File: config.mk
export PLATFORM = sky130hd
export DESIGN_NAME = engine_csr_index
export DESIGN_NICKNAME = d
export VERILOG_FILES = /design/src/verilog/csr_index_pkg.sv /design/src/verilog/packet_fifo.sv /design/src/verilog/csr_index_config.sv /design/src/verilog/csr_index_generator.sv /design/src/verilog/csr_index_control.sv /design/src/verilog/engine_csr_index.sv
export VERILOG_INCLUDE_DIRS = /design/src /design/src/verilog
export SDC_FILE = /design/constraint.sdc
export NUM_CORES = 2
export LEC_CHECK = 0
export ABC_AREA = 1
export BUFFER_PORTS_ARGS = -buffer_cell sky130_fd_sc_hd__clkbuf_2
export CAP_MARGIN = 20
export CORE_MARGIN = 1
export CORE_UTILIZATION = 63
export CTS_CLUSTER_SIZE = 28
export DETAILED_ROUTE_END_ITERATION = 6
export GPL_ROUTABILITY_DRIVEN = 0
export MAX_ROUTING_LAYER = met4
export PLACE_DENSITY_LB_ADDON = 0.25
export SYNTH_ARGS = -nofsm -noshare
export SYNTH_HDL_FRONTEND = slang
export SYNTH_SLANG_ARGS = --single-unit
File: constraint.sdc
create_clock -name ap_clk -period 8.58 [get_ports ap_clk]
set_input_delay 1.287 -clock ap_clk [delete_from_list [all_inputs] [get_ports ap_clk]]
set_output_delay 1.287 -clock ap_clk [all_outputs]
set_load 0.02 [all_outputs]
File: src/verilog/csr_index_settings.svh
// --------------------------------------
// CSR index engine settings
// Widths, field codes and FIFO sizes
// --------------------------------------
`ifndef CSR_INDEX_SETTINGS_SVH
`define CSR_INDEX_SETTINGS_SVH

`define CSR_INDEX_W 32
`define CSR_ADDR_W 64
`define CSR_FIELD_W 3
`define CSR_TAG_W 8
`define CSR_GRAN_W 5

// Configuration word field codes
`define CSR_FIELD_DIR 3'd0
`define CSR_FIELD_START 3'd1
`define CSR_FIELD_END 3'd2
`define CSR_FIELD_BASE 3'd3
`define CSR_FIELD_GRAN 3'd4

`define REQ_FIFO_DEPTH 16
`define RSP_FIFO_DEPTH 16
`define FIFO_PROG_THRESH 8

`endif

File: src/verilog/csr_index_pkg.sv
// --------------------------------------
// CSR index engine types
// Packets, configuration, descriptor
// and control FSM states
// --------------------------------------
`default_nettype none

`include "csr_index_settings.svh"

package csr_index_pkg;

    typedef struct packed {
        logic                  valid;
        logic [`CSR_TAG_W-1:0] tag;
    } descriptor_t;

    // One configuration word per packet
    typedef struct packed {
        logic                    valid;
        logic [`CSR_FIELD_W-1:0] field;
        logic [`CSR_ADDR_W-1:0]  value;
    } rsp_packet_t;

    typedef struct packed {
        logic                    valid;
        logic [`CSR_TAG_W-1:0]   tag;
        logic [`CSR_INDEX_W-1:0] index;
        logic [`CSR_ADDR_W-1:0]  address;
    } req_packet_t;

    // Direction 1 counts up
    typedef struct packed {
        logic                    direction;
        logic [`CSR_INDEX_W-1:0] first_index;
        logic [`CSR_INDEX_W-1:0] last_index;
        logic [`CSR_ADDR_W-1:0]  base_address;
        logic [`CSR_GRAN_W-1:0]  gran_shift;
    } csr_index_cfg_t;

    typedef enum logic [2:0] {
        CSR_INDEX_RESET = 3'd0,
        CSR_INDEX_IDLE  = 3'd1,
        CSR_INDEX_START = 3'd2,
        CSR_INDEX_BUSY  = 3'd3,
        CSR_INDEX_PAUSE = 3'd4,
        CSR_INDEX_DONE  = 3'd5
    } csr_index_state_t;

endpackage : csr_index_pkg

`default_nettype wire

File: src/verilog/packet_fifo.sv
// --------------------------------------
// Packet FIFO
// Register array with first-word-fall-through
// output and a programmable-full level
// --------------------------------------
`default_nettype none

module packet_fifo #(
    parameter int WIDTH       = 8,
    parameter int DEPTH       = 16,
    parameter int PROG_THRESH = 8
) (
    input  logic             ap_clk,
    input  logic             areset_engine_csr_index,
    input  logic [WIDTH-1:0] din,
    input  logic             push,
    input  logic             pop,
    output logic [WIDTH-1:0] dout,
    output logic             empty,
    output logic             full,
    output logic             prog_full
);

    localparam int AW = (DEPTH > 1) ? $clog2(DEPTH) : 1;
    localparam int CW = $clog2(DEPTH + 1);

    logic [WIDTH-1:0] mem [DEPTH];
    logic [AW-1:0]    wr_ptr;
    logic [AW-1:0]    rd_ptr;
    logic [CW-1:0]    count;
    logic             wr_en;
    logic             rd_en;

    // Overflow and underflow are dropped here
    assign wr_en     = push & ~full;
    assign rd_en     = pop & ~empty;
    assign empty     = (count == '0);
    assign full      = (count == CW'(DEPTH));
    assign prog_full = (count >= CW'(PROG_THRESH));
    assign dout      = mem[rd_ptr];

    always_ff @(posedge ap_clk) begin
        if (wr_en) begin
            mem[wr_ptr] <= din;
        end
    end

    // --------------------------------------
    // Pointers and occupancy
    // --------------------------------------
    always_ff @(posedge ap_clk) begin
        if (areset_engine_csr_index) begin
            wr_ptr <= '0;
            rd_ptr <= '0;
            count  <= '0;
        end else begin
            if (wr_en) begin
                wr_ptr <= (wr_ptr == AW'(DEPTH - 1)) ? '0 : wr_ptr + 1'b1;
            end
            if (rd_en) begin
                rd_ptr <= (rd_ptr == AW'(DEPTH - 1)) ? '0 : rd_ptr + 1'b1;
            end
            case ({wr_en, rd_en})
                2'b10:   count <= count + 1'b1;
                2'b01:   count <= count - 1'b1;
                default: count <= count;
            endcase
        end
    end

endmodule : packet_fifo

`default_nettype wire

File: src/verilog/csr_index_config.sv
// --------------------------------------
// CSR index configuration register
// Collects field words into one held
// configuration for the control FSM
// --------------------------------------
`default_nettype none

`include "csr_index_settings.svh"

module csr_index_config (
    input  logic                        ap_clk,
    input  logic                        areset_engine_csr_index,
    input  csr_index_pkg::rsp_packet_t  rsp,
    output logic                        cfg_ready,
    input  logic                        cfg_take,
    output csr_index_pkg::csr_index_cfg_t cfg,
    output logic                        cfg_valid
);

    logic gran_write;

    // Hold off new words until the finished configuration is taken
    assign cfg_ready  = ~cfg_valid;
    assign gran_write = rsp.valid & (rsp.field == `CSR_FIELD_GRAN);

    // --------------------------------------
    // Field decode
    // --------------------------------------
    always_ff @(posedge ap_clk) begin
        if (rsp.valid) begin
            case (rsp.field)
                `CSR_FIELD_DIR:   cfg.direction    <= rsp.value[0];
                `CSR_FIELD_START: cfg.first_index  <= rsp.value[`CSR_INDEX_W-1:0];
                `CSR_FIELD_END:   cfg.last_index   <= rsp.value[`CSR_INDEX_W-1:0];
                `CSR_FIELD_BASE:  cfg.base_address <= rsp.value;
                `CSR_FIELD_GRAN:  cfg.gran_shift   <= rsp.value[`CSR_GRAN_W-1:0];
                // Unknown codes leave the configuration as it was
                default: ;
            endcase
        end
    end

    // Granularity is the last word of a configuration
    always_ff @(posedge ap_clk) begin
        if (areset_engine_csr_index) begin
            cfg_valid <= 1'b0;
        end else if (cfg_take) begin
            cfg_valid <= 1'b0;
        end else if (gran_write) begin
            cfg_valid <= 1'b1;
        end
    end

endmodule : csr_index_config

`default_nettype wire

File: src/verilog/csr_index_generator.sv
// --------------------------------------
// CSR index generator
// One read request per index, up or down,
// address = base + (index << gran)
// --------------------------------------
`default_nettype none

`include "csr_index_settings.svh"

module csr_index_generator (
    input  logic                          ap_clk,
    input  logic                          areset_engine_csr_index,
    input  csr_index_pkg::csr_index_cfg_t cfg,
    input  logic [`CSR_TAG_W-1:0]         tag,
    input  logic                          gen_start,
    input  logic                          gen_pause,
    output logic                          gen_busy,
    output csr_index_pkg::req_packet_t    req
);

    logic                    busy;
    logic [`CSR_INDEX_W-1:0] cur_index;
    logic [`CSR_INDEX_W-1:0] last_index;
    logic                    count_up;
    logic [`CSR_ADDR_W-1:0]  base_address;
    logic [`CSR_GRAN_W-1:0]  gran_shift;
    logic [`CSR_TAG_W-1:0]   tag_q;
    logic                    emit;

    assign emit     = busy & ~gen_pause;
    assign gen_busy = busy;

    // Request leaves in the same cycle the index is stepped
    assign req.valid   = emit;
    assign req.tag     = tag_q;
    assign req.index   = cur_index;
    assign req.address = base_address +
        ({{(`CSR_ADDR_W - `CSR_INDEX_W){1'b0}}, cur_index} << gran_shift);

    // --------------------------------------
    // Job load and index stepping
    // --------------------------------------
    always_ff @(posedge ap_clk) begin
        if (gen_start) begin
            cur_index    <= cfg.first_index;
            last_index   <= cfg.last_index;
            count_up     <= cfg.direction;
            base_address <= cfg.base_address;
            gran_shift   <= cfg.gran_shift;
            tag_q        <= tag;
        end else if (emit && (cur_index != last_index)) begin
            cur_index <= count_up ? cur_index + 1'b1 : cur_index - 1'b1;
        end
    end

    always_ff @(posedge ap_clk) begin
        if (areset_engine_csr_index) begin
            busy <= 1'b0;
        end else if (gen_start) begin
            busy <= 1'b1;
        end else if (emit && (cur_index == last_index)) begin
            // Last index went out this cycle
            busy <= 1'b0;
        end
    end

endmodule : csr_index_generator

`default_nettype wire

File: src/verilog/csr_index_control.sv
// --------------------------------------
// CSR index control FSM
// Sequences start, busy, pause and done
// for one job per descriptor
// --------------------------------------
`default_nettype none

module csr_index_control (
    input  logic ap_clk,
    input  logic areset_engine_csr_index,
    input  logic start_req,
    input  logic cfg_valid,
    input  logic gen_busy,
    input  logic req_fifo_empty,
    input  logic req_fifo_prog_full,
    output logic cfg_take,
    output logic gen_start,
    output logic gen_pause,
    output logic done
);

    csr_index_pkg::csr_index_state_t current_state;
    csr_index_pkg::csr_index_state_t next_state;

    always_ff @(posedge ap_clk) begin
        if (areset_engine_csr_index) begin
            current_state <= csr_index_pkg::CSR_INDEX_RESET;
        end else begin
            current_state <= next_state;
        end
    end

    // --------------------------------------
    // Next state
    // --------------------------------------
    always_comb begin
        next_state = current_state;
        case (current_state)
            csr_index_pkg::CSR_INDEX_RESET: begin
                next_state = csr_index_pkg::CSR_INDEX_IDLE;
            end
            csr_index_pkg::CSR_INDEX_IDLE: begin
                if (start_req && cfg_valid && !gen_busy) begin
                    next_state = csr_index_pkg::CSR_INDEX_START;
                end
            end
            csr_index_pkg::CSR_INDEX_START: begin
                next_state = csr_index_pkg::CSR_INDEX_BUSY;
            end
            csr_index_pkg::CSR_INDEX_BUSY: begin
                // Finished only once every request has drained
                if (!gen_busy && req_fifo_empty) begin
                    next_state = csr_index_pkg::CSR_INDEX_DONE;
                end else if (req_fifo_prog_full) begin
                    next_state = csr_index_pkg::CSR_INDEX_PAUSE;
                end
            end
            csr_index_pkg::CSR_INDEX_PAUSE: begin
                if (!req_fifo_prog_full) begin
                    next_state = csr_index_pkg::CSR_INDEX_BUSY;
                end
            end
            csr_index_pkg::CSR_INDEX_DONE: begin
                // Wait for the descriptor to be withdrawn
                if (!start_req) begin
                    next_state = csr_index_pkg::CSR_INDEX_IDLE;
                end
            end
            default: begin
                next_state = csr_index_pkg::CSR_INDEX_RESET;
            end
        endcase
    end

    // Outputs decoded straight from the state register
    assign gen_start = (current_state == csr_index_pkg::CSR_INDEX_START);
    assign cfg_take  = (current_state == csr_index_pkg::CSR_INDEX_START);
    assign gen_pause = (current_state == csr_index_pkg::CSR_INDEX_PAUSE);
    assign done      = (current_state == csr_index_pkg::CSR_INDEX_DONE);

endmodule : csr_index_control

`default_nettype wire

File: src/verilog/engine_csr_index.sv
// --------------------------------------
// CSR index engine top level
// Registered boundary around the response
// FIFO, config, generator and request FIFO
// --------------------------------------
`default_nettype none

`include "csr_index_settings.svh"

module engine_csr_index (
    input  logic                       ap_clk,
    input  logic                       areset_engine_csr_index,
    input  csr_index_pkg::descriptor_t descriptor_in,
    input  csr_index_pkg::rsp_packet_t rsp_in,
    input  logic                       request_ready,
    output csr_index_pkg::req_packet_t request_out,
    output logic                       done_out
);

    localparam int RSP_W = `CSR_FIELD_W + `CSR_ADDR_W;
    localparam int REQ_W = $bits(csr_index_pkg::req_packet_t) - 1;

    csr_index_pkg::descriptor_t    descriptor_reg;
    csr_index_pkg::rsp_packet_t    rsp_in_reg;
    logic                          request_ready_reg;
    csr_index_pkg::rsp_packet_t    cfg_rsp;
    csr_index_pkg::csr_index_cfg_t cfg;
    csr_index_pkg::req_packet_t    gen_req;
    logic [RSP_W-1:0]              rsp_fifo_dout;
    logic [REQ_W-1:0]              req_fifo_dout;
    logic                          rsp_fifo_empty;
    logic                          rsp_pop;
    logic                          cfg_ready;
    logic                          cfg_valid;
    logic                          cfg_take;
    logic                          gen_start;
    logic                          gen_pause;
    logic                          gen_busy;
    logic                          req_push;
    logic                          req_pop;
    logic                          req_fifo_empty;
    logic                          req_fifo_full;
    logic                          req_fifo_prog_full;
    logic                          done_int;

    // --------------------------------------
    // Input registers
    // --------------------------------------
    always_ff @(posedge ap_clk) begin
        if (areset_engine_csr_index) begin
            descriptor_reg.valid <= 1'b0;
            rsp_in_reg.valid     <= 1'b0;
            request_ready_reg    <= 1'b0;
        end else begin
            descriptor_reg.valid <= descriptor_in.valid;
            rsp_in_reg.valid     <= rsp_in.valid;
            request_ready_reg    <= request_ready;
        end
        descriptor_reg.tag <= descriptor_in.tag;
        rsp_in_reg.field   <= rsp_in.field;
        rsp_in_reg.value   <= rsp_in.value;
    end

    // --------------------------------------
    // Response path into the configuration
    // --------------------------------------
    assign rsp_pop = ~rsp_fifo_empty & cfg_ready;

    packet_fifo #(
        .WIDTH      (RSP_W),
        .DEPTH      (`RSP_FIFO_DEPTH),
        .PROG_THRESH(`FIFO_PROG_THRESH)
    ) i_rsp_fifo (
        .ap_clk                 (ap_clk),
        .areset_engine_csr_index(areset_engine_csr_index),
        .din                    ({rsp_in_reg.field, rsp_in_reg.value}),
        .push                   (rsp_in_reg.valid),
        .pop                    (rsp_pop),
        .dout                   (rsp_fifo_dout),
        .empty                  (rsp_fifo_empty),
        .full                   (),
        .prog_full              ()
    );

    assign cfg_rsp.valid = rsp_pop;
    assign cfg_rsp.field = rsp_fifo_dout[RSP_W-1 -: `CSR_FIELD_W];
    assign cfg_rsp.value = rsp_fifo_dout[`CSR_ADDR_W-1:0];

    csr_index_config i_csr_index_config (
        .ap_clk                 (ap_clk),
        .areset_engine_csr_index(areset_engine_csr_index),
        .rsp                    (cfg_rsp),
        .cfg_ready              (cfg_ready),
        .cfg_take               (cfg_take),
        .cfg                    (cfg),
        .cfg_valid              (cfg_valid)
    );

    // --------------------------------------
    // Generator and request FIFO
    // --------------------------------------
    csr_index_generator i_csr_index_generator (
        .ap_clk                 (ap_clk),
        .areset_engine_csr_index(areset_engine_csr_index),
        .cfg                    (cfg),
        .tag                    (descriptor_reg.tag),
        .gen_start              (gen_start),
        .gen_pause              (gen_pause),
        .gen_busy               (gen_busy),
        .req                    (gen_req)
    );

    assign req_push = gen_req.valid;
    assign req_pop  = ~req_fifo_empty & request_ready_reg;

    packet_fifo #(
        .WIDTH      (REQ_W),
        .DEPTH      (`REQ_FIFO_DEPTH),
        .PROG_THRESH(`FIFO_PROG_THRESH)
    ) i_req_fifo (
        .ap_clk                 (ap_clk),
        .areset_engine_csr_index(areset_engine_csr_index),
        .din                    ({gen_req.tag, gen_req.index, gen_req.address}),
        .push                   (req_push),
        .pop                    (req_pop),
        .dout                   (req_fifo_dout),
        .empty                  (req_fifo_empty),
        .full                   (req_fifo_full),
        .prog_full              (req_fifo_prog_full)
    );

    csr_index_control i_csr_index_control (
        .ap_clk                 (ap_clk),
        .areset_engine_csr_index(areset_engine_csr_index),
        .start_req              (descriptor_reg.valid),
        .cfg_valid              (cfg_valid),
        .gen_busy               (gen_busy),
        .req_fifo_empty         (req_fifo_empty),
        .req_fifo_prog_full     (req_fifo_prog_full),
        .cfg_take               (cfg_take),
        .gen_start              (gen_start),
        .gen_pause              (gen_pause),
        .done                   (done_int)
    );

    // --------------------------------------
    // Output registers
    // --------------------------------------
    always_ff @(posedge ap_clk) begin
        if (areset_engine_csr_index) begin
            request_out.valid <= 1'b0;
            done_out          <= 1'b0;
        end else begin
            request_out.valid <= req_pop;
            done_out          <= done_int;
        end
        request_out.tag     <= req_fifo_dout[REQ_W-1 -: `CSR_TAG_W];
        request_out.index   <= req_fifo_dout[`CSR_ADDR_W +: `CSR_INDEX_W];
        request_out.address <= req_fifo_dout[`CSR_ADDR_W-1:0];
    end

endmodule : engine_csr_index

`default_nettype wire

Word-level counts from Yosys, hierarchy flattened
Memories as Yosys holds them, arrays and structs flattened. A register that Yosys moved wholly into a read port is not among the register bits.
Cells that the tools add are included.
{"block": "word_totals", "register_bits": 387, "ram_bits": 2736, "out_inout_bits": 106, "in_bits": 80, "memories": 2, "wordCells": 126}
{"block": "classes", "n_bitwise": 14, "add_sub_neg": 11, "n_eq_ne": 25, "n_lt_le_gt_ge": 1, "muxes": 23, "shifts": 1, "reduce_logical": 21}
{"name": "i_req_fifo.mem", "words": 16, "word_bits": 104, "rd": 1, "rd_ports_with_merged_regs": 1, "wr": 1, "line_no": "packet_fifo.sv:27", "source": "logic [WIDTH-1:0] mem [DEPTH];"}
{"name": "i_rsp_fifo.mem", "words": 16, "word_bits": 67, "rd": 1, "rd_ports_with_merged_regs": 1, "wr": 1, "line_no": "packet_fifo.sv:27"}
{"cell": "32-bit two-way mux", "count": 3}
{"cell": "64-bit adder", "count": 1}
{"cell": "32-bit by 5-bit left shift with 64-bit output", "count": 1}
{"cell": "32-bit by 1-bit adder with 32-bit output (second input constant)", "count": 1}
{"cell": "32-bit == test", "count": 1}
{"cell": "32-bit != test", "count": 1}
{"cell": "32-bit by 1-bit subtractor with 32-bit output (second input constant)", "count": 1}
{"cell": "4-bit two-way mux", "count": 6}
{"cell": "5-bit case mux with 2 select lines", "count": 2}
{"cell": "3-bit case mux with 6 select lines", "count": 1}
{"cell": "4-bit by 1-bit adder with 4-bit output (second input constant)", "count": 4}
{"cell": "4-bit == test (second input constant)", "count": 4}
{"cell": "3-bit two-way mux", "count": 5}
{"cell": "3-bit by 2-bit == test with 1-bit output (second input constant)", "count": 4}
{"cell": "5-bit by 1-bit adder with 5-bit output (second input constant)", "count": 2}
{"cell": "5-bit == test (second input constant)", "count": 2}
{"cell": "5-bit logical NOT", "count": 2}
{"cell": "2-bit AND reduction", "count": 5}
{"cell": "5-bit by 1-bit subtractor with 5-bit output (second input constant)", "count": 2}
{"cell": "3-bit == test (second input constant)", "count": 3}
{"cell": "1-bit bitwise AND", "count": 8}
{"cell": "2-bit nonzero test", "count": 4}
{"cell": "3-bit by 1-bit == test with 1-bit output (second input constant)", "count": 2}
{"cell": "3-bit logical NOT", "count": 2}
{"cell": "other kinds (12)", "count": 29}

Longest topological paths before layout
{"block": "depth", "ltp_word": 6, "ltp_mapped": 27}

By module
From an unflattened synthesis, not the netlist that was laid out.
{"block": "unflattened", "hier_cells": 11865, "area_unflattened_um2": 136789.9}
{"module": "packet_fifo at i_req_fifo", "cells_per_inst": 5383, "area_each_um2": 68607.0, "seq_area_each_um2": 50308.2, "n_inst": 1}
{"module": "packet_fifo at i_rsp_fifo", "cells_per_inst": 3519, "area_each_um2": 44665.3, "seq_area_each_um2": 32531.2, "n_inst": 1}
{"module": "csr_index_generator", "cells_per_inst": 2559, "area_each_um2": 15379.8, "seq_area_each_um2": 4284.1, "n_inst": 1}
{"module": "csr_index_config", "cells_per_inst": 151, "area_each_um2": 4116.4, "seq_area_each_um2": 4043.9, "n_inst": 1}
{"module": "engine_csr_index", "cells_per_inst": 198, "area_each_um2": 3738.6, "seq_area_each_um2": 3683.5, "n_inst": 1}
{"module": "csr_index_control", "cells_per_inst": 55, "area_each_um2": 282.8, "seq_area_each_um2": 60.1, "n_inst": 1}

Worst setup path before layout
No wires, ideal clock.
{"block": "synth_path", "path_kind": "register to register", "start": "register i_rsp_fifo.count[1]", "end": "memory i_rsp_fifo.mem[7][0] in the netlist's numbering (enable)", "stages_incl_launch_ff": 7, "path_slack_ps": 2613, "arrival_ps": 5393, "setup_ps": 575, "path_cell_list": "dfxtp_1 -> nor4_1 -> nand2_1 -> nand2_1 -> inv_1 -> nand2_1 -> nor3_1"}
{"block": "synth_via", "elab_chain_cells": 5}
{"item": "start: declaration", "line_no": "packet_fifo.sv:30", "source": "logic [CW-1:0] count;"}
{"item": "start signal: assignment", "line_no": "packet_fifo.sv:64", "source": "2'b10: count <= count + 1'b1;"}
{"item": "start signal: assignment", "line_no": "packet_fifo.sv:65", "source": "2'b01: count <= count - 1'b1;"}
{"item": "start signal: assignment", "line_no": "packet_fifo.sv:66", "source": "default: count <= count;"}
{"item": "5-bit == test", "line_no": "packet_fifo.sv:38", "source": "assign full = (count == CW'(DEPTH));"}
{"item": "1-bit NOT", "line_no": "packet_fifo.sv:35", "source": "assign wr_en = push & ~full;"}
{"item": "1-bit bitwise AND", "line_no": "packet_fifo.sv:35"}
{"item": "1-bit two-way mux", "line_no": "packet_fifo.sv:43", "source": "if (wr_en) begin"}
{"item": "1-bit two-way mux (not written as such)", "line_no": "packet_fifo.sv:44", "source": "mem[wr_ptr] <= din;"}
{"item": "end: declaration", "line_no": "packet_fifo.sv:27"}
No other way between the ends.

==> out/metrics.yaml <==
place_hpwl_um: 181000
syn_nets: 10536
dieArea_um2: 209000
first_iter_violations: 11529
firstDrtPassIters: 7
via_per_inst: 6.42
period_needed_ps: 5670
timing.slew.headroom_pct: 12.2
p_int_mw: 30.4
wire_per_inst_um: 25.0
clk_pin_slew_worst_paths_ps: 60
arrival_ps: 6240
wirelength_um: 334000
ys_warn_count: 0
worst_pin_slew_ps: 1320
synth_cells: 10341
rsz0062_at_grt: "false"
critPathMostFrequentCell: "nand2_1"
syn2layout_area_growth_pct: 10.6
drive_gt1_share_pct: 8.19
async_flop_share_pct: 0
skew_ps: 83.9
setup_viol: 0
finish.net_count: 10621
comb_power_share_pct: 23.9
peakVddDrop_uv: 262
crit_path_max_fanout: 33
synth_top_area_cell: "edfxtp_1"
cts_num_sinks: 3231
clock-root-buffer: "clkbuf_16"
synthMostInstantiatedCell: "edfxtp_1"
cpLargestDelayFamily: "simple AND/OR/NAND/NOR gates"
die_h_um: 457
ys_seq_area_share_pct: 72.8
hold_buffers: 0
cts_buffers: 327
synth_common_cells: "3,012 x edfxtp_1, 1,714 x nor2_1, 1,402 x nand2_1"
core-area_um2: 205000
worst_skew_pair.late_latency_ps: 980
setup_ws_ps: 2910
reg_top3: "i_req_fifo.mem x1664, i_rsp_fifo.mem x1072, i_csr_index_config.cfg x134"
ys_types: 42
largest_register_ffs: 1664
cts_setup_buffers: 0
power_frac_seq_pct: 45.5
netlist_area_um2: 130000
postRouteAntennaNets: 0
fin_area_um2: 144000
period_share_pct: 66.1
cts_tree: "built"
switching_share_pct: 32.0
cp-end-kind: "flip-flop"
startpoint_type: "flip-flop"
p_sw_mw: 14.3
io_pins: 186
avgSynthCellArea_um2: 12.6
clkPwrFrac_pct: 30.5
synth_edf_count: 3012
yosysTopAreaCellShare_pct: 69.4
gr-total-overflow: 0
status: "finished with violations"
grt_pass1_vias: 82103
cts-resized-gates: 0
die_w_um: 457
finalPower_mw: 44.7
worstPathRequired_ps: 9150
port_buffers: 185
grt_pass1_wl_um: 496000
fmax_mhz: 176
dp.cells: 12766
leakage_nw: 49.8
ys_ff_latch: 3231
grtUsageTotal_pct: 32.5
htreeDepth: 5
rows: 166
yosys-top-cells-area: "edfxtp_1 69%, nor2_1 4.9%, nand2_1 4.0%"
antenna_found_initial: 18
critPathBufInv: 1
finalHoldViolCount: 0
cts_buffer_depth: 4
drc: 10
vias: 85818
crit_chain: "inv_1, o21ai_0, o21ai_0, or2_2, nand3_1, o21ai_0, ha_1, nand2_1, nor2_1, nand2_1, nor2_1, nand2_1, nand3_1, nand2_1, nand2_1, xor2_1"
top_register: "i_req_fifo.mem"
critPathKind: "reg -> reg"
drv_slew: 0
critical-path-max-stage-delay_ps: 1100
violations: "design-rule violations"
initial_core_util_pct: 63.6
hold_path_class: "reg -> reg"
layoutNonFillerInstCount: 13374
grt_max_degree: 240
slowest_stage: "edfxtp_1"
dp_slack_ps: 3170
max_cap_violations: 0
power_density_nw_per_um2: 310
timing.setup.tns_ps: 0
placed_area_um2: 134000
synth-main-ff-cell: "edfxtp_1"
kinds of logic after synthesis:
family,share of synthesized area (%)
muxes,1.28
adders and majority gates,1.13
and+or+nand+nor,11.1
AOI/OAI and AO/OA,9.76
xor gates and xnor gates,0.511
buffers and inverters,3.47
DFF,72.8
worst paths after layout:
path | slack, ps | depth (start not counted) | end | start
min | 380 | 0 | i_csr_index_generator.last_index[3] | i_csr_index_config.cfg[72]
min reg2reg | 380 | 0 | i_csr_index_generator.last_index[3] | i_csr_index_config.cfg[72]
max | 2910 | 16 | i_req_fifo.mem[15][37] | i_csr_index_generator.gran_shift[1]
max reg2reg | 2910 | 16 | i_req_fifo.mem[15][37] | i_csr_index_generator.gran_shift[1]
routing by layer:
layer	wire length [um]	GRT usage, %	vias up
met3	35300	4.89	1024
met1	125000	43.2	41798
li1	-	-	37773
met4	14900	13.7	0
met2	159000	50.6	5223
met5	0	-	-
power groups by stage:
stage	Clock [mW]	Combinational, mW	Sequential, mW
finish	13.6	10.7	20.3
CTS	13.7	10.4	20.3
floorplan	0	6.81	20.5
global route	14.3	11.6	20.4
detailed placement	0	10.3	20.7
global placement	0	9.91	20.6
stage by stage:
| step | util (%) | hold WS [ps] |
|---|---|---|
| 3_5_place_dp | 65.2 | 389 |
| 5_1_grt | 70.3 | 381 |
| 6_report | 70.3 | 379 |
| 4_1_cts | 70.2 | 373 |
| 2_1_floorplan | - | 386 |
| 3_3_place_gp | 65.1 | 390 |
cells in the final DEF (no fill, tap or decap), types with 6 or more instances in the layout:
cell type,instances
nor3_1,34
nand3b_1,16
a21oi_1,102
xor2_1,43
nor2_4,33
dfxtp_4,7
clkbuf_8,29
buf_12,24
a31oi_1,6
clkinv_2,50
o22ai_1,100
nor2_1,1679
buf_4,130
clkinvlp_4,8
clkbuf_1,81
bufinv_16,19
dfxtp_1,212
xnor2_1,32
ha_1,111
o21ai_1,43
o32ai_1,208
nand4_1,15
o211ai_1,178
nand2_1,1402
inv_1,487
o21ai_0,1039
o21bai_1,8
o221ai_1,321
diode_2,11
edfxtp_1,3012
clkinv_1,51
mux2i_1,167
clkbuf_2,185
or2_2,26
nand3_1,433
clkbuf_16,333
layout make-up:
| type | instances | area [um^2] |
|---|---|---|
| flip-flops and latches | 3231 | 94900 |
| multi-input cells | 6024 | 31300 |
| fillers | 13313 | 60900 |
| diodes | 11 | 27.5 |
| repair buffers | 345 | 2480 |
| well taps | 2688 | 3360 |
| inverters | 497 | 1890 |
| clock inverters | 136 | 1190 |
| clock buffers | 442 | 9020 |
Power figures use the tool's default switching activity.
